<file path="config.mk">
export PLATFORM = sky130hd
export DESIGN_NAME = asg_regs
export DESIGN_NICKNAME = d
export VERILOG_FILES = /design/src/source/asg_pkg.sv /design/src/source/asg_regs.sv
export SDC_FILE = /design/constraint.sdc
export NUM_CORES = 1
export LEC_CHECK = 0
export BUFFER_PORTS_ARGS = -buffer_cell sky130_fd_sc_hd__clkbuf_2
export CORE_MARGIN = 2
export CORE_UTILIZATION = 30
export CTS_CLUSTER_DIAMETER = 40
export DETAILED_ROUTE_END_ITERATION = 8
export GPL_TIMING_DRIVEN = 0
export PLACE_DENSITY = 0.48
export SLEW_MARGIN = 40
export SYNTH_ARGS = -nofsm -noshare
export SYNTH_HDL_FRONTEND = slang
export SYNTH_SLANG_ARGS = --single-unit
</file>
<file path="constraint.sdc">
create_clock -name clk -period 2.75 [get_ports clk]
set_input_delay 0.1375 -clock clk [delete_from_list [all_inputs] [get_ports clk]]
set_output_delay 0.1375 -clock clk [all_outputs]
set_load 0.1 [all_outputs]
</file>
<file path="src/source/asg_pkg.sv">
// widths are fixed here for one 14 bit DAC channel and a 32 bit CPU bus with word addressing

package asg_pkg;

  //////////////////////////////////////////////////
  // widths
  //////////////////////////////////////////////////

  localparam int unsigned DWO    = 14;         // sample width at the DAC
  localparam int unsigned CWM    = 14;         // table address, pointer integer part
  localparam int unsigned CWF    = 16;         // pointer fraction
  localparam int unsigned PNT_W  = CWM + CWF;  // full fixed point pointer
  localparam int unsigned BUS_AW = 16;         // bus word address
  localparam int unsigned BUS_DW = 32;         // bus data word

  //////////////////////////////////////////////////
  // register map
  //////////////////////////////////////////////////

  // bus_addr[BUS_AW-1] set selects the sample table
  // otherwise bus_addr[2:0] picks one of these
  localparam logic [2:0] REG_CTRL = 3'd0;  // running, zero, wrap, rst, swtrig
  localparam logic [2:0] REG_SIZE = 3'd1;  // table size minus one, fixed point
  localparam logic [2:0] REG_STEP = 3'd2;  // pointer step, fixed point
  localparam logic [2:0] REG_OFFS = 3'd3;  // start offset, fixed point
  localparam logic [2:0] REG_NCYC = 3'd4;  // periods per burst, 0 is endless
  localparam logic [2:0] REG_RNUM = 3'd5;  // extra bursts after the first
  localparam logic [2:0] REG_RDLY = 3'd6;  // idle cycles between bursts
  // index 7 is unmapped and reads zero

  //////////////////////////////////////////////////
  // bus word, two ways to read the same 32 bits
  //////////////////////////////////////////////////

  typedef union packed {
    struct packed {
      logic        [BUS_DW-DWO-1:0] pad;  // sign fill on readback
      logic signed [DWO-1:0]        smp;  // table sample
    } sample;
    struct packed {
      logic [BUS_DW-5-1:0] pad;
      logic                running;  // read only
      logic                zero;     // force DAC to zero
      logic                wrap;     // carry fraction across table end
      logic                rst;      // sequencer reset, self clearing
      logic                swtrig;   // software trigger, self clearing
    } ctrl;
  } asg_bus_word_u;

  //////////////////////////////////////////////////
  // configuration and table request
  //////////////////////////////////////////////////

  typedef struct packed {
    logic [PNT_W-1:0] size;  // last valid pointer value
    logic [PNT_W-1:0] step;
    logic [PNT_W-1:0] offs;
    logic [15:0]      ncyc;
    logic [15:0]      rnum;
    logic [31:0]      rdly;
    logic             wrap;  // level
    logic             zero;  // level
  } asg_cfg_t;

  typedef struct packed {
    logic                  ena;    // table access this cycle
    logic                  wen;    // write when set, else read
    logic [CWM-1:0]        addr;
    logic signed [DWO-1:0] wdata;
  } asg_tbl_req_t;

endpackage
</file>
<file path="src/source/asg_regs.sv">
// single cycle strobe bus only, reads return one cycle later and trig_i must be in the clk domain
`timescale 1ns/1ps

module asg_regs (
  input  logic                           clk,
  input  logic                           rstn,
  input  logic                           trig_i,     // external trigger level
  // cpu bus
  input  logic                           bus_ena,
  input  logic                           bus_wen,
  input  logic [asg_pkg::BUS_AW-1:0]     bus_addr,
  input  logic [asg_pkg::BUS_DW-1:0]     bus_wdata,
  output logic [asg_pkg::BUS_DW-1:0]     bus_rdata,
  // from channel
  input  logic signed [asg_pkg::DWO-1:0] tbl_rdata,  // cpu port read data
  input  logic                           running,
  // to channel
  output asg_pkg::asg_cfg_t              cfg,
  output logic                           trig,       // start pulse
  output logic                           seq_rst,    // sequencer reset pulse
  output asg_pkg::asg_tbl_req_t          tbl_req
);

  //////////////////////////////////////////////////
  // address decode
  //////////////////////////////////////////////////

  asg_pkg::asg_bus_word_u wr_word;   // incoming word, both views
  logic                   sel_tbl;   // table window
  logic                   reg_wr;    // register write strobe
  logic                   ctrl_wr;
  logic                   ext_edge;  // trig_i rising
  logic                   trig_q;    // trig_i one cycle old

  assign wr_word = bus_wdata;
  assign sel_tbl = bus_addr[asg_pkg::BUS_AW-1];
  assign reg_wr  = bus_ena & bus_wen & ~sel_tbl;
  assign ctrl_wr = reg_wr & (bus_addr[2:0] == asg_pkg::REG_CTRL);

  // table accesses pass straight to the channel memory
  assign tbl_req = '{
    ena:   bus_ena & sel_tbl,
    wen:   bus_wen,
    addr:  bus_addr[asg_pkg::CWM-1:0],
    wdata: wr_word.sample.smp
  };

  //////////////////////////////////////////////////
  // configuration registers
  //////////////////////////////////////////////////

  always_ff @(posedge clk) begin
    if (!rstn) begin
      cfg <= '0;  // all levels idle
    end else if (reg_wr) begin
      case (bus_addr[2:0])
        asg_pkg::REG_CTRL: begin
          cfg.wrap <= wr_word.ctrl.wrap;
          cfg.zero <= wr_word.ctrl.zero;
        end
        asg_pkg::REG_SIZE: cfg.size <= bus_wdata[asg_pkg::PNT_W-1:0];
        asg_pkg::REG_STEP: cfg.step <= bus_wdata[asg_pkg::PNT_W-1:0];
        asg_pkg::REG_OFFS: cfg.offs <= bus_wdata[asg_pkg::PNT_W-1:0];
        asg_pkg::REG_NCYC: cfg.ncyc <= bus_wdata[15:0];
        asg_pkg::REG_RNUM: cfg.rnum <= bus_wdata[15:0];
        asg_pkg::REG_RDLY: cfg.rdly <= bus_wdata;
        default: ;  // index 7 ignores writes
      endcase
    end
  end

  //////////////////////////////////////////////////
  // trigger and reset pulses
  //////////////////////////////////////////////////

  assign ext_edge = trig_i & ~trig_q;

  always_ff @(posedge clk) begin
    if (!rstn) begin
      trig_q  <= 1'b0;
      trig    <= 1'b0;
      seq_rst <= 1'b0;
    end else begin
      trig_q  <= trig_i;
      // back to back requests merge into one pulse
      trig    <= (ext_edge | (ctrl_wr & wr_word.ctrl.swtrig)) & ~trig;
      seq_rst <= ctrl_wr & wr_word.ctrl.rst & ~seq_rst;
    end
  end

  //////////////////////////////////////////////////
  // readback
  //////////////////////////////////////////////////

  asg_pkg::asg_bus_word_u ctrl_word;  // status view of CTRL
  asg_pkg::asg_bus_word_u tbl_word;   // sign extended sample
  logic [asg_pkg::BUS_DW-1:0] reg_val;
  logic [asg_pkg::BUS_DW-1:0] reg_q;  // register value of last read
  logic                       tbl_q;  // last read hit the table

  always_comb begin
    ctrl_word              = '0;
    ctrl_word.ctrl.running = running;
    ctrl_word.ctrl.zero    = cfg.zero;
    ctrl_word.ctrl.wrap    = cfg.wrap;
    tbl_word.sample.pad    = {(asg_pkg::BUS_DW-asg_pkg::DWO){tbl_rdata[asg_pkg::DWO-1]}};
    tbl_word.sample.smp    = tbl_rdata;
    case (bus_addr[2:0])
      asg_pkg::REG_CTRL: reg_val = ctrl_word;
      asg_pkg::REG_SIZE: reg_val = 32'(cfg.size);
      asg_pkg::REG_STEP: reg_val = 32'(cfg.step);
      asg_pkg::REG_OFFS: reg_val = 32'(cfg.offs);
      asg_pkg::REG_NCYC: reg_val = 32'(cfg.ncyc);
      asg_pkg::REG_RNUM: reg_val = 32'(cfg.rnum);
      asg_pkg::REG_RDLY: reg_val = cfg.rdly;
      default:           reg_val = '0;
    endcase
  end

  always_ff @(posedge clk) begin
    if (!rstn) begin
      tbl_q <= 1'b0;
      reg_q <= '0;
    end else if (bus_ena & ~bus_wen) begin
      tbl_q <= sel_tbl;
      reg_q <= reg_val;
    end
  end

  // table data comes registered from the memory
  assign bus_rdata = tbl_q ? tbl_word : reg_q;

  // pulses reach the channel as single cycles
  a_trig_pulse: assert property (@(posedge clk) disable iff (!rstn) trig |=> !trig);
  a_rst_pulse:  assert property (@(posedge clk) disable iff (!rstn) seq_rst |=> !seq_rst);

endmodule

</file>
==> results.cfg, run 1 <==
[setup_path]
r2r-end = tbl_q
r2r_cells = 3
crit_fanout = 10
r2r_slack_ns = 1.37
required_ns = 2.61
cp-end-kind = output port
worstReg2RegStart = tbl_q
critical_path.startpoint_type = register
critical_path_class = register to output port
arrival_ns = 2.37

[yosys]
synth_seq_cells = 192
ys_warn_count = 0
synthesis.area_um2 = 8450
synth_cell_types = 38
yosysSeqAreaShare_pct = 45.5
synth_edf_count = 0
synthArstFlopShare_pct = 0
synth_ff_type = dfxtp_1
synthCells = 1063
synth_fp_nets = 1131
avgSynthCellArea_um2 = 7.95

[global_routing]
grt_pass1_wl_um = 52200
grt_max_degree = 20
grt-ovfl-total = 0
grt_pass1_vias = 8110
antenna_found_initial = 1
track_usage_pct = 24.4

[drt]
wire_per_inst_um = 20.7
route.detailed.drc = 0
drt_pass1_iterations = 5
drtIter0Drc = 663
vias = 8768
routed_wl_um = 36500
viasPerCell = 4.97
postRouteAntennaNets = 0

[power_and_ir_drop]
clkPwrFrac_pct = 39.8
power_frac_comb_pct = 15.1
seqPwrFrac_pct = 45.1
power_density_nw_per_um2 = 567
irDropWorstVdd_mv = 0.379
p_leak_nw = 4.53
p_switching_mw = 2.06
intPower_mw = 4.21
swShare_pct = 32.8

[timing]
slew_viol_final = 0
relSlewSlack_pct = 44.0
max_freq_mhz = 399
tightest_slew_ns = 0.838
hold_violations = 0
period_share_pct = 91.2
fin_skew_ns = 0.0131
period_needed_ns = 2.51
rsz0062_at_grt = false
setup_violations = 0
fin_setup_tns_ns = 0

[clock_tree]
cts_tree = done
ctsHtreeMaxLevel = 4
clock_sinks = 192
clk_transition_reported_paths_ns = 0.08
cts_setup_buffers = 0
cts_root_buf = clkbuf_16
clock_path_buffers = 2
insertion_delay_ns = 0.45
cts_buffers = 17

[hold_path]
hold_path_depth = 3
hold_path_class = primary input to register
hold_start = bus_wdata[15]
min_to = cfg[17]

[floorplan]
die_x_um = 172
core_um2 = 27800
ios = 288
die_y_um = 172
start_util_pct = 30.4
rows = 61
dieArea_um2 = 29500

[status]
outcome = finished clean

[placement]
gp_congestion = 0.842
place.detailed.hpwl_um = 26500
io_buffer_count = 274
dp.cells = 1715

[final_layout]
final_cells = 1765
drive_above_1_share_pct = 28.7
num-nets-final = 1442
antennaDiodeCount = 0
syn2layout_area_growth_pct = 30.9

[job]
maxCapViolCount = 0
sequential cells by signal, indices dropped and copies added (netlist names):
| signal | flops |
|---|---|
| cfg | 156 |
| reg_q | 32 |
| trig_q | 1 |
| trig | 1 |
| tbl_q | 1 |
| seq_rst | 1 |
cells in the final DEF, fill, tap and decap left out, types with 2 or more instances in the layout:
cell type	count
a221o_1	11
buf_6	7
clkbuf_16	17
nand3_1	7
o211ai_1	5
dfxtp_1	192
inv_1	22
a22oi_1	22
inv_6	2
clkbuf_2	275
a21oi_1	169
nand2b_1	4
buf_4	35
mux2_2	20
clkinv_4	5
buf_2	27
and2b_1	2
a22o_1	12
a32o_1	5
and3_1	2
inv_8	3
a221oi_1	3
nor2_1	4
a311oi_1	6
o2bb2ai_1	17
and3b_1	2
o21ai_0	31
nand2_1	360
mux2i_1	25
clkinv_8	3
dlygate4sd3_1	19
nor3_1	4
and2_1	12
clkbuf_1	42
nor2b_1	4
Yosys cell counts, drive strengths merged (2+ instances only):
cell type  number  share of area [%]
a21oi         169                 10
a221o          11                1.3
a221oi          3               0.31
a22o           12                1.2
a22oi          22                2.0
a311oi          6               0.62
a32o            5               0.59
and2           12               0.89
and2b           2               0.18
and3            2               0.15
and3b           2               0.21
buf            70                5.7
clkbuf         43                1.9
dfxtp         192                 46
inv            22               0.98
mux2           21                2.8
mux2i          25                3.0
nand2         360                 16
nand2b          4               0.30
nand3           7               0.41
nor2            4               0.18
nor2b           4               0.30
nor3            4               0.24
o211ai          5               0.44
o21ai          31                1.8
o2bb2ai        17                1.8
stage by stage:
stage | hold WS, ns | power [mW] | cell area, um^2 | util [%] | setup WS, ns
3_3_place_gp | 0.365 | 3.81 | 10300 | 37.0 | 0.138
3_5_place_dp | 0.370 | 3.82 | 10300 | 37.0 | 0.421
2_1_floorplan | 0.256 | 3.55 | 8450 | - | -0.136
4_1_cts | 0.00339 | 6.30 | 11100 | 39.8 | 0.151
5_1_grt | 0.0135 | 6.44 | 11100 | 39.8 | 0.0983
6_report | 0.0142 | 6.27 | 11100 | 39.8 | 0.242
kinds of logic (layout without fill, tap and decap cells):
| kind of cell | count (synthesis) | after routing | share of synthesized area (%) |
|---|---|---|---|
| muxes | 46 | 46 | 5.76 |
| and+or+nand+nor | 404 | 404 | 19.4 |
| DFF | 192 | 192 | 45.5 |
| AOI/OAI and AO/OA | 286 | 286 | 20.8 |
| buffers and inverters | 135 | 459 | 8.58 |
metal layers:
layer,vias up,wire length (um),global-route usage [%]
met4,2,636,6.91
met3,37,2640,4.67
met1,4153,16100,32.7
met2,358,17100,40.0
li1,4218,-,-
met5,-,13,0
area by class of cell:
class / count / area, um^2
clock buffer: 18 / 429
fill: 3030 / 16700
sequential: 192 / 3840
inverter: 22 / 82.6
buffer: 112 / 639
timing repair buffer: 293 / 1560
clock inverter: 14 / 151
multi-input combinational: 736 / 3880
tap: 378 / 473
worst max-delay path, stage by stage, from the launching register on:
cell,delay (ns)
dfxtp_1,0.67
nand2_1,0.38
clkbuf_1,0.27
o21ai_0,0.11
clkbuf_2,0.49
power by group through the flow:
stage	logic [mW]	clock network [mW]	registers [mW]
finish	0.947	2.50	2.82
global placement	0.928	0	2.89
global route	0.987	2.63	2.83
floorplan	0.542	0	3.01
CTS	0.949	2.53	2.82
detailed placement	0.929	0	2.89
what timing repair did:
action                                  in CTS  in global routing
hold buffers                                19                  0
hold endpoints to repair                    67                  0
resized for setup                            0                  0
endpoints found under the setup margin       9                  0
worst max-delay path by stage:
stage | to | cells past startpoint | slack [ns] | from
floorplan | bus_rdata[13] | 3 | -0.14 | tbl_q
global placement | bus_rdata[10] | 4 | 0.14 | tbl_q
detailed placement | bus_rdata[29] | 5 | 0.42 | tbl_q
CTS | bus_rdata[29] | 4 | 0.15 | tbl_q
global route | bus_rdata[23] | 4 | 0.1 | tbl_q
finish | bus_rdata[29] | 4 | 0.24 | tbl_q
Note: power is estimated with default switching activity, not from simulation.
==> run 2: changes to the inputs <==
CORE_ASPECT_RATIO = 0.75   (was unset)
REMOVE_ABC_BUFFERS = 1   (was unset)
==> run 2 against run 1 <==
Critical path depth shrank 1. Hold slack improved by 0.011 ns. Largest power group unchanged. Clock skew is 0.0014 ns higher.
==> results.cfg, run 2 (synthesized netlist as in run 1, its figures left out) <==
[job]
maxCapViolCount = 0

[status]
outcome = finished clean

[global_routing]
track_usage_pct = 22.4
grt_pass1_vias = 7834
grt_pass1_wl_um = 49400
antenna_found_initial = 0
grt-ovfl-total = 0
grt_max_degree = 58

[timing]
slew_viol_final = 0
period_share_pct = 89.3
fin_skew_ns = 0.0145
tightest_slew_ns = 0.827
setup_violations = 0
hold_violations = 0
max_freq_mhz = 407
hold-worst-slack_ns = 0.0248
relSlewSlack_pct = 44.8
period_needed_ns = 2.46
fin_setup_tns_ns = 0
finalWorstSetupSlack_ns = 0.293
rsz0062_at_grt = false

[placement]
io_buffer_count = 264
place_area_um2 = 9970
post-place-ws_ns = 0.235
place.detailed.hpwl_um = 21800
gp_congestion = 0.764

[floorplan]
core_um2 = 27900
ios = 288
die_x_um = 198
rows = 53
start_util_pct = 30.3
dieArea_um2 = 29500
die_y_um = 149

[hold_path]
hold_path_class = primary input to register

[final_layout]
num-nets-final = 1338
syn2layout_area_growth_pct = 27.0
mostFrequentLayoutCells = nand2_1, clkbuf_2, dfxtp_1
antennaDiodeCount = 0
reg.largest.list = cfg x156, reg_q x32
final_common_cell = nand2_1
final_cell_area_um2 = 10700
regMostFlops = cfg
largest_reg_flops = 156
drive_above_1_share_pct = 27.5

[power_and_ir_drop]
power_density_nw_per_um2 = 575
p_leak_nw = 4.26
irDropWorstVdd_mv = 0.419

[setup_path]
cp-end-kind = output port
crit_fanout = 34
critical_path_class = register to output port
slowest_delay_ns = 0.67
crit_chain = nand2_2 -> o21ai_0 -> clkbuf_2
critical_path.startpoint_type = register
required_ns = 2.61
arrival_ns = 2.32
crit_path_top_delay_cell = dfxtp_4

[clock_tree]
clk_transition_reported_paths_ns = 0.07
ctsHtreeMaxLevel = 4
cts_buffers = 17
clock_sinks = 192
cts_root_buf = clkbuf_16
insertion_delay_ns = 0.44
cts_tree = done
cts_setup_buffers = 0
clock_path_buffers = 2

[drt]
postRouteAntennaNets = 0
routed_wl_um = 33300
viasPerCell = 4.98
drtIter0Drc = 434
wire_per_inst_um = 20.3
vias = 8161
route.detailed.drc = 0
drt_pass1_iterations = 5
-- run 2: cell types whose count changed in the layout (fill, tap and decap cells not counted), moves of 5 or more --
cell / before / now
buf_16: 0 / 5
buf_2: 27 / 1
buf_4: 35 / 9
buf_6: 7 / 2
clkbuf_1: 42 / 3
clkbuf_2: 275 / 261
-- run 2: report_power, final --
| part | switching (mW) | internal (mW) |
|---|---|---|
| Clock | 1.14 | 1.39 |
| Combinational | 0.653 | 0.162 |
| Sequential | 0.0278 | 2.80 |
| Total | 1.82 | 4.35 |
-- run 2: final timing paths --
kind,from,end,slack (ns),depth (start not counted)
hold / removal,bus_wdata[15],cfg[81],0.02,3
setup reg to reg,cfg[140],reg_q[14],1.49,3
setup / recovery,tbl_q,bus_rdata[26],0.29,3
hold reg to reg,trig,trig,0.43,1
-- run 2: stage by stage --
step                      util, %  std cells  total power, mW
after floorplan                 -        950             3.29
after global placement       34.4       1571             3.66
after detailed placement     35.8       1590             3.69
after CTS                    38.5       1639             6.23
after global routing         38.5       1639             6.38
final                        38.5       1639             6.17
-- run 2: critical path: cells and delay by family, from the launching register on --
family / cells / cell delay [ns]
flops: 1 / 0.67
buf+inv: 1 / 0.52
simple gates: 1 / 0.39
compound gates: 1 / 0.26
-- run 2: cell type report --
cell class | count | area, um^2
clock buffer | 22 | 464
multi-input combinational | 736 | 3990
clock inverter | 9 | 110
inverter | 22 | 90.1
timing repair buffer | 301 | 1780
sequential | 192 | 3850
fill | 2950 | 17100
tap | 357 | 447
-- run 2: routing by layer --
layer	track usage (%)	wire length, um
met5	0	0
met4	3.38	168
met3	4.95	2100
met2	34.5	14600
met1	32.5	16400
-- run 2: timing repair --
item                       in CTS  in global routing
gates resized for setup         1                  0
hold buffers                   18                  0
hold endpoints to repair       66                  0
setup endpoints to repair       2                  0
